<file path="src/verilog/memBusPkg.sv">
package memBusPkg;

    // processor side
    parameter int ADDR_W = 32;
    parameter int WORD_W = 32;

    // ram side
    parameter int BYTE_W = 8;

    // byte count of one access, 1, 2 or 4
    parameter int LEN_W = 3;

    // byte address into the shared ram
    typedef logic [ADDR_W-1:0] addr_t;

    // instruction or data word, little endian
    typedef logic [WORD_W-1:0] word_t;

    typedef logic [BYTE_W-1:0] memByte_t;

    typedef logic [LEN_W-1:0] accessLen_t;

endpackage

</file>
<file path="src/verilog/memCtrlPkg.sv">
package memCtrlPkg;

    // who currently owns the ram
    typedef enum logic [1:0] {
        ownerIdle,
        ownerFetch,
        ownerData
    } owner_t;

    typedef enum logic {
        kindRead,
        kindWrite
    } accessKind_t;

    parameter int STAGE_W = 3;

    // engine stage, 0 is idle, 1..n drive addresses
    // a read needs one more stage for the last byte
    typedef logic [STAGE_W-1:0] byteStage_t;

endpackage

</file>
<file path="src/verilog/byteEngine.sv">
`timescale 1ns/100ps

module byteEngine (
    input  logic                     clk,
    input  logic                     rst,
    input  logic                     i_rdy,

    input  logic                     i_start,
    input  memCtrlPkg::accessKind_t  i_kind,
    input  memBusPkg::addr_t         i_addr,
    input  memBusPkg::accessLen_t    i_len,
    input  memBusPkg::word_t         i_storeData,

    input  memBusPkg::memByte_t      i_memData,
    output memBusPkg::addr_t         o_memAddr,
    output logic                     o_memWrite,
    output memBusPkg::memByte_t      o_memData,

    output logic                     o_done,
    output memBusPkg::word_t         o_result
);
    import memBusPkg::*;
    import memCtrlPkg::*;

    byteStage_t stage;
    byteStage_t stageM1;
    byteStage_t stageM2;
    byteStage_t lenStage;
    byteStage_t lenM1;
    byteStage_t lastStage;

    logic [1:0] outLane;
    logic [1:0] capLane;
    logic [1:0] lastLane;

    logic  active;
    logic  isWrite;
    logic  inAddrPhase;
    logic  capture;
    logic  doneNow;

    word_t assembled;
    word_t liveByte;

    assign isWrite  = (i_kind == kindWrite);
    assign lenStage = byteStage_t'(i_len);
    assign lenM1    = lenStage - byteStage_t'(1);
    assign stageM1  = stage - byteStage_t'(1);
    assign stageM2  = stage - byteStage_t'(2);

    assign outLane  = stageM1[1:0];
    assign capLane  = stageM2[1:0];
    assign lastLane = lenM1[1:0];

    // a read ends one stage late, the last byte is still on the bus
    assign lastStage   = isWrite ? lenStage : lenStage + byteStage_t'(1);
    assign active      = (stage != '0);
    assign inAddrPhase = active && (stage <= lenStage);
    assign doneNow     = i_rdy && active && (stage == lastStage);

    // byte from stage s-1 address shows up in stage s
    assign capture = !isWrite && (stage >= byteStage_t'(2)) && (stage <= lenStage);

    always_ff @(posedge clk) begin
        if (rst) begin
            stage <= '0;
        end else if (i_rdy) begin
            if (!active) begin
                if (i_start) begin
                    stage <= byteStage_t'(1);
                end
            end else if (doneNow) begin
                stage <= '0;
            end else begin
                stage <= stage + byteStage_t'(1);
            end
        end
    end

    // lanes above the length stay zero from the clear at start
    always_ff @(posedge clk) begin
        if (i_rdy) begin
            if (!active && i_start) begin
                assembled <= '0;
            end else if (capture) begin
                assembled[{capLane, 3'b000} +: 8] <= i_memData;
            end
        end
    end

    // address holds during a pause, the strobe does not
    assign o_memAddr  = i_addr + (active ? addr_t'(stageM1) : addr_t'(0));
    assign o_memWrite = i_rdy && isWrite && inAddrPhase;
    assign o_memData  = i_storeData[{outLane, 3'b000} +: 8];

    assign liveByte = word_t'(i_memData) << {lastLane, 3'b000};
    assign o_result = isWrite ? '0 : (assembled | liveByte);
    assign o_done   = doneNow;

endmodule

</file>
<file path="src/verilog/memArbiter.sv">
`timescale 1ns/100ps

module memArbiter #(
    parameter int FETCH_BYTES = 4
) (
    input  logic                     clk,
    input  logic                     rst,
    input  logic                     i_rdy,

    input  logic                     i_fetchEn,
    input  memBusPkg::addr_t         i_fetchAddr,

    input  logic                     i_dcEn,
    input  logic                     i_dcStore,
    input  memBusPkg::accessLen_t    i_dcLen,
    input  memBusPkg::addr_t         i_dcAddr,
    input  memBusPkg::word_t         i_dcData,

    input  logic                     i_engDone,
    input  memBusPkg::word_t         i_engResult,

    output logic                     o_start,
    output memCtrlPkg::accessKind_t  o_kind,
    output memBusPkg::addr_t         o_addr,
    output memBusPkg::accessLen_t    o_len,
    output memBusPkg::word_t         o_storeData,

    output logic                     o_fetchDone,
    output memBusPkg::word_t         o_fetchInst,
    output logic                     o_dcDone,
    output memBusPkg::word_t         o_dcData
);
    import memBusPkg::*;
    import memCtrlPkg::*;

    localparam accessLen_t FETCH_LEN = accessLen_t'(FETCH_BYTES);

    owner_t      owner;
    logic        startQ;
    accessKind_t kindQ;
    addr_t       addrQ;
    accessLen_t  lenQ;
    word_t       storeQ;

    // data port wins when both ask in the same cycle
    always_ff @(posedge clk) begin
        if (rst) begin
            owner  <= ownerIdle;
            startQ <= 1'b0;
        end else if (i_rdy) begin
            startQ <= 1'b0;
            case (owner)
                ownerIdle: begin
                    if (i_dcEn) begin
                        owner  <= ownerData;
                        startQ <= 1'b1;
                    end else if (i_fetchEn) begin
                        owner  <= ownerFetch;
                        startQ <= 1'b1;
                    end
                end
                default: begin
                    if (i_engDone) begin
                        owner <= ownerIdle;
                    end
                end
            endcase
        end
    end

    // request fields stay latched until the access ends
    always_ff @(posedge clk) begin
        if (i_rdy && owner == ownerIdle) begin
            if (i_dcEn) begin
                kindQ  <= i_dcStore ? kindWrite : kindRead;
                addrQ  <= i_dcAddr;
                lenQ   <= i_dcLen;
                storeQ <= i_dcData;
            end else if (i_fetchEn) begin
                kindQ <= kindRead;
                addrQ <= i_fetchAddr;
                lenQ  <= FETCH_LEN;
            end
        end
    end

    assign o_start     = startQ;
    assign o_kind      = kindQ;
    assign o_addr      = addrQ;
    assign o_len       = lenQ;
    assign o_storeData = storeQ;

    // only the owner sees the done pulse
    assign o_fetchDone = i_engDone && (owner == ownerFetch);
    assign o_dcDone    = i_engDone && (owner == ownerData);
    assign o_fetchInst = (owner == ownerFetch) ? i_engResult : '0;
    assign o_dcData    = (owner == ownerData) ? i_engResult : '0;

endmodule

</file>
<file path="src/verilog/memCtrlTop.sv">
`timescale 1ns/100ps

module memCtrlTop #(
    parameter int FETCH_BYTES = 4
) (
    input  logic                   clk,
    input  logic                   rst,
    input  logic                   i_rdy,

    input  logic                   i_fetchEn,
    input  memBusPkg::addr_t       i_fetchAddr,
    output logic                   o_fetchDone,
    output memBusPkg::word_t       o_fetchInst,

    input  logic                   i_dcEn,
    input  logic                   i_dcStore,
    input  memBusPkg::accessLen_t  i_dcLen,
    input  memBusPkg::addr_t       i_dcAddr,
    input  memBusPkg::word_t       i_dcData,
    output logic                   o_dcDone,
    output memBusPkg::word_t       o_dcData,

    input  memBusPkg::memByte_t    i_memData,
    output memBusPkg::addr_t       o_memAddr,
    output logic                   o_memWrite,
    output memBusPkg::memByte_t    o_memData
);
    import memBusPkg::*;
    import memCtrlPkg::*;

    // arbiter to engine
    logic        start;
    accessKind_t kind;
    addr_t       addr;
    accessLen_t  len;
    word_t       storeData;
    logic        engDone;
    word_t       engResult;

    memArbiter #(
        .FETCH_BYTES (FETCH_BYTES)
    ) u_arbiter (
        .clk         (clk),
        .rst         (rst),
        .i_rdy       (i_rdy),
        .i_fetchEn   (i_fetchEn),
        .i_fetchAddr (i_fetchAddr),
        .i_dcEn      (i_dcEn),
        .i_dcStore   (i_dcStore),
        .i_dcLen     (i_dcLen),
        .i_dcAddr    (i_dcAddr),
        .i_dcData    (i_dcData),
        .i_engDone   (engDone),
        .i_engResult (engResult),
        .o_start     (start),
        .o_kind      (kind),
        .o_addr      (addr),
        .o_len       (len),
        .o_storeData (storeData),
        .o_fetchDone (o_fetchDone),
        .o_fetchInst (o_fetchInst),
        .o_dcDone    (o_dcDone),
        .o_dcData    (o_dcData)
    );

    byteEngine u_engine (
        .clk         (clk),
        .rst         (rst),
        .i_rdy       (i_rdy),
        .i_start     (start),
        .i_kind      (kind),
        .i_addr      (addr),
        .i_len       (len),
        .i_storeData (storeData),
        .i_memData   (i_memData),
        .o_memAddr   (o_memAddr),
        .o_memWrite  (o_memWrite),
        .o_memData   (o_memData),
        .o_done      (engDone),
        .o_result    (engResult)
    );

endmodule
</file>
<file path="config.mk">
export PLATFORM = sky130hd
export DESIGN_NAME = memCtrlTop
export DESIGN_NICKNAME = d
export VERILOG_FILES = /design/src/verilog/memBusPkg.sv /design/src/verilog/memCtrlPkg.sv /design/src/verilog/byteEngine.sv /design/src/verilog/memArbiter.sv /design/src/verilog/memCtrlTop.sv
export SDC_FILE = /design/constraint.sdc
export NUM_CORES = 1
export LEC_CHECK = 0
export ABC_AREA = 1
export BUFFER_PORTS_ARGS = -buffer_cell sky130_fd_sc_hd__buf_2
export CAP_MARGIN = 40
export CORE_ASPECT_RATIO = 1.2
export CORE_MARGIN = 5
export CORE_UTILIZATION = 29
export CTS_CLUSTER_DIAMETER = 200
export DETAILED_ROUTE_END_ITERATION = 10
export PLACE_DENSITY = 0.52
export SLEW_MARGIN = 20
export SYNTH_ARGS = -nofsm -noshare
export SYNTH_HDL_FRONTEND = slang
export SYNTH_SLANG_ARGS = --single-unit
</file>
<file path="constraint.sdc">
create_clock -name clk -period 4.35 [get_ports clk]
set_clock_uncertainty 0.2 [all_clocks]
set_input_delay 0.435 -clock clk [delete_from_list [all_inputs] [get_ports clk]]
set_output_delay 0.435 -clock clk [all_outputs]
set_load 0.01 [all_outputs]
</file>
======== After elaboration in Yosys (flattened, before gate mapping) ========
Index checks and enable logic that the tools add are counted.
cells by class
  $add $sub $neg .......................... 7
  $lt $le $gt $ge ......................... 2
  eq/ne operators ......................... 4
  shift-type cells ........................ 4
  muxes and demuxes ....................... 24
  bitwise operators ....................... 1
  reductions and logical operators ........ 24
operators by type and width
  cell                      count
  $mux W32                  6
  $add A32 B32 Y32          1
  $bwmux W32                1
  $or A32 B32 Y32           1
  $shift A8 B7 Y32 const A  1
  $shiftx A32 B6 Y8         1
  $shiftx A8 B7 Y32         1
  $shl A8 B5 Y32            1
  $mux W3                   7
  $logic_and A1 B1 Y1       11
  $mux W2                   4
  $reduce_and A2 Y1         4
  $reduce_bool A2 Y1        4
  $neg A5 Y7                1
  $add A3 B1 Y3 const B     2
  $mux W1                   6
  $eq A3 B3 Y1              1
  $ge A3 B2 Y1 const B      1
  $le A3 B3 Y1              1
  $ne A3 B3 Y1 const B      1
  $reduce_and A3 Y1         1
  $reduce_bool A3 Y1        1
  $sub A3 B1 Y3 const B     1
  $eq A2 B1 Y1 const B      1
  5 further kinds           6
storage, ports and cells
  register bits ........................... 106
  logic and storage cells ................. 74

======== Depth between registers and ports, before layout ========
  depth in word-level cells ............... 6
  gate-level depth with buffers ........... 19
  depth with buffers taken out ............ 17

======== Cells and area by module ========
A second synthesis with hierarchy kept.
unflattened totals
  cell total of the unflattened synthesis .. 860
  area, all modules ....................... 6726.5 um2
by module, submodules not included
  module      times used  cells each  area an instance (um2)  seq. area each (um2)
  byteEngine  1           550         3611.0                  1021.0
  memArbiter  1           310         3115.5                  2102.0

======== Worst setup path before layout ========
Ideal clock, no wire load.
  path kind ............................... flip-flop to output port
  start ................................... register u_engine.stage[0]
  end ..................................... output o_memAddr[15]
  data arrival time ....................... 2.688 ns
  data required time ...................... 3.715 ns
  slack ................................... 1.027 ns
  cell stages (with the launch flop) ...... 17
  buffers on the path ..................... 3
  cell sequence ........................... dfxtp_1 > inv_1 > buf_2 > buf_2 > ha_1 > clkbuf_1 > nor2_1 > ha_1 > nand2_1 > nand3_1 > o21ai_2 > nor2_4 > inv_2 > nor2_4 > inv_2 > nor2_1 > xor2_1
on the way
  longest elaborated chain between the ends .. 3
  elaborated cells between the ends (all ways) .. 4
RTL lines
  element                                                     line                                text
  start, declared                                             byteEngine.sv:25                    byteStage_t stage;
  start signal, assigned                                      byteEngine.sv:70                    stage <= byteStage_t'(1);
  start signal, assigned                                      byteEngine.sv:75                    stage <= stage + byteStage_t'(1);
  $sub A3 B1 Y3 / $reduce_bool A3 Y1 (equally long branches)  byteEngine.sv:48, byteEngine.sv:57
  $mux W3 *                                                   byteEngine.sv:92                    assign o_memAddr = i_addr + (active ? addr_t'(stageM1) : addr_t'(0));
  $add A32 B32 Y32 *                                          byteEngine.sv:92
  end, declared                                               memCtrlTop.sv:24                    output memBusPkg::addr_t o_memAddr,
Every way passes the cells marked *; elsewhere a longest branch is shown, timed or not.

======== Final worst setup path ========
  start ................................... register u_engine.stage[1]
  end ..................................... output o_memAddr[26]
Same word-level chain as after synthesis.

==> impl.org <==
** Outcome
- Outcome :: completed

** Placement
- The count of buffers added on input and output ports is 219.
- Post-DP HPWL :: 15200 um
- Last weighted congestion value of the routability-driven placer :: 0.811
- OpenSTA, run right after detailed placement, puts the worst setup slack at 1.01 ns.

** GRT
- The number of antenna violations at the first check in global routing came to 4.
- Pin count of the biggest net entering global routing :: 38
- Overall track demand over capacity in global routing :: 15.1%
- For this run the aggregate overflow at the end of global routing stands at 0.
- The first global-routing pass estimated 30900 um of wire.
- Vias in the first global route :: 5808

** Flow run
- Max-Cap Viols :: 0

** Power
- The analysis attributes to cell leakage a power of 3.73 nW.
- For this design the ratio of total power to cell area is 321 mW/mm^2.
- VDD sags by at most 207 uV.
- Final Power :: 0.00260 W

** Critical path
- Data arrival time of the critical path :: 3.09 ns
- Crit-path max cell delay :: 0.44 ns
- Worst Setup End Kind :: output port
- Buf/Inv on CP :: 4
- The worst register-to-register path has a depth of 7.
- Critical setup path kind :: reg -> out
- For the worst setup path, the data required time is 3.71 ns.
- In this run the worst setup path begins at u_engine.stage[1].
- Kind of launch point of the worst setup path :: flip-flop
- R2R setup slack :: 1.61 ns
- Chain of cells forming the critical path :: inv_1 > ha_1 > inv_2 > nor2_4 > nor2_1 > ha_1 > fa_1 > nand2_1 > nand2_1 > nand2_2 > inv_2 > nand2_2 > nor2_2 > nand4_1 > xor2_1 > buf_2
- Highest-delay cell along the critical path :: dfxtp_1
- Along the worst path, the maximum fanout reaches 9.
- The worst register-to-register path ends at u_engine.assembled[17].
- The worst register-to-register path begins at u_engine.stage[0].
- Among cell families on the critical path, the largest total delay comes from simple AND/OR/NAND/NOR gates.

** Min path
- Beginning of the worst hold path :: i_dcData[6]
- Terminating pin of the worst hold path :: u_arbiter.o_storeData[6]
- Along the worst hold path, the cell count comes to 1.
- The worst hold path belongs to the class in -> reg.

** Timing
- Final setup violation count :: 0
- Number of hold violations in the final report :: 0
- Worst max-slew margin expressed relative to the limit :: 50.9%
- Final count of pins violating max slew :: 0
- Max Fclk :: 0.268 GHz
- Across all setup checks in the final design, the least slack found is 0.622 ns.
- Worst Max-Slew Pin Slew :: 0.736 ns
- The routed design could run at a clock period as short as 3.73 ns.
- Setup repair after global routing left no endpoint under its margin.
- Setup total negative slack on the finished layout was measured at 0 ns.
- The final critical path takes up 85.7% of the cycle.

** Floorplan
- Pin placement for this block handled 220 I/O pins.
- Starting Density :: 29.4%
- After floorplanning, the core was divided into 59 placement rows.
- Die height :: 173 um
- Full die area :: 0.0251 sq mm
- The die is 146 um wide.
- Core region area :: 0.0217 sq mm

** Clock network
- Hold repair after CTS inserted 0 buffers.
- The tree is rooted in a clkbuf_16.
- Clock tree synthesis inserted a total of 9 buffers.
- The clock reaches the later pin of the worst-skew pair after 0.35 ns.
- TritonCTS built the clock tree.
- Clock-pin slew was measured on the worst setup and hold paths at 0.08 ns.
- Clock Sink Count :: 106
- Resized Gates After CTS :: 0
- The H-tree generated during clock tree synthesis spans 3 levels.
- Number of buffers on the longest clock path :: 2
- Post-CTS timing repair inserted 0 buffers for setup.

** Routing
- Drt initial violations :: 443
- After detailed routing, the average wire length per cell comes to 15.6 um.
- Final Routed Wirelength :: 19700 um
- Antenna-violating nets left :: 0
- The routed layout has 5921 vias.
- Post-detailed-route DRC marker count :: 0
- Post-detailed-route via-to-cell ratio :: 4.67
- Pre-Repair DR Iteration Count :: 5

** Logic synthesis
- The netlist uses 34 different library cells.
- Portion of the post-synthesis area used by sequential elements :: 48.9%
- Portion of synthesized cell area occupied by the leading cell type :: 47.0%
- Mean instance size in the synthesized netlist :: 8.18 sq um
- Synthesized net count :: 908
- The Yosys step of the flow raised 0 warnings.
- Of all cell types, the one taking the most synthesized area is edfxtp_1.
- Synthesized cell area :: 0.00639 sq mm
- Synthesis inferred 106 register bits.
- Ranking of synthesized cells by area :: edfxtp_1, nand2_1, nor2_1
- Counting every instance in the synthesized netlist gives 781.

** Finish
- Compared with the post-synthesis result, the final layout area differs by 26.8%.
- In the final design database the tool counted 1115 nets.
- Fraction of final layout cells sized beyond drive strength 1 :: 28.2%
- The filler cells instantiated in the layout total 2346.
- Summing all flip-flop and latch instances after layout gives 0.00312 sq mm.
- The multi-input combinational cells in the finished layout cover a total of 0.00290 sq mm.
[through the flow]
stage	instances	hold WS (ns)	cell area [sq um]	utilization, %
3_3_place_gp	1249	0.273	7760	35.7
5_1_grt	1268	0.0359	8100	37.3
3_5_place_dp	1251	0.268	7800	35.9
6_report	1268	0.0539	8100	37.3
4_1_cts	1267	0.0356	8100	37.3
2_1_floorplan	781	0.247	6390	-
[placed cells by master (no fill, tap or decap), drive strengths merged, types with 2 or more instances in the layout]
master  netlist  layout
a21oi        35      35
a22oi        36      36
buf          13     228
clkbuf       19       9
clkinv        2       5
dfxtp         6       6
edfxtp      100     100
ha           13      13
inv          62      64
nand2       209     209
nand3        24      24
nand3b        2       2
nand4         6       6
nor2        157     157
nor3         16      16
nor4          5       5
o21a          2       2
o21ai        21      21
o22ai         8       8
or2          11      11
xnor2         6       6
xor2         25      25
[per-layer routing]
| layer | global-route usage (%) | vias to the layer above | share of wire [%] |
|---|---|---|---|
| met2 | 25.7 | 198 | 48 |
| met1 | 18.2 | 2672 | 42 |
| li1 | - | 3016 | - |
| met4 | 5.09 | 6 | 2.0 |
| met5 | 0 | - | 0.17 |
| met3 | 4.58 | 29 | 7.6 |
[cells in the mapped netlist, drive strengths merged]
master	number
clkbuf	19
nand2	209
inv	62
clkinv	2
nor3	16
buf	13
xnor2	6
nor2	157
dfxtp	6
nand4	6
nand3b	2
a21oi	35
nor4	5
or3	1
nand3	24
fa	1
xor2	25
edfxtp	100
or2	11
o22ai	8
a32oi	1
ha	13
a22oi	36
o21a	2
o21ai	21
[report_power, final]
| group | internal [W] | leakage, nW | switching, W |
|---|---|---|---|
| sequential | 0.00119 | 0.984 | 0.0000430 |
| combinational | 0.000195 | 2.60 | 0.000337 |
| clock | 0.000451 | 0.145 | 0.000384 |
[worst reg2reg max path, delay by kind of cell (launching register included)]
| family | cells | cell delay [ns] |
|---|---|---|
| compound gates | 1 | 0.16 |
| fa+ha+maj | 1 | 0.22 |
| flops | 1 | 0.33 |
| simple gates | 2 | 0.88 |
| buf+inv | 3 | 0.80 |
[registers in the layout (all words and copies together) (netlist names)]
signal,count
u_engine.assembled,32
u_arbiter.o_start,1
u_arbiter.o_kind,1
u_arbiter.o_addr,32
u_arbiter.o_len,3
u_engine.stage,3
u_arbiter.o_storeData,32
u_arbiter.owner,2
[kinds of logic after synthesis]
kind of cell | share of synthesized area [%]
adder cells (fa/ha/maj) | 2.86
XOR/XNOR | 4.25
flip-flops | 48.9
buffers and inverters | 5.84
AO/OA/AOI/OAI | 9.83
AND/OR/NAND/NOR | 28.4
[area by class of cell]
class,instances,area share (%)
Clock inverter,7,0.926
Sequential cell,106,38.5
Tap cell,274,4.23
Timing Repair Buffer,228,14.7
Antenna cell,1,0.0309
Multi-Input combinational cell,579,35.8
Clock buffer,9,2.78
Inverter,64,2.96
[worst max path at each step]
stage,end,slack (ns),cells after the start
after detailed placement,o_memAddr[26],1.01,16
final,o_memAddr[26],0.62,16
after floorplan,o_memAddr[15],1.03,16
after CTS,o_memAddr[26],0.61,16
after global routing,o_memAddr[26],0.31,16
after global placement,o_memAddr[26],1.12,16
Note: power is estimated with default switching activity, not from simulation.
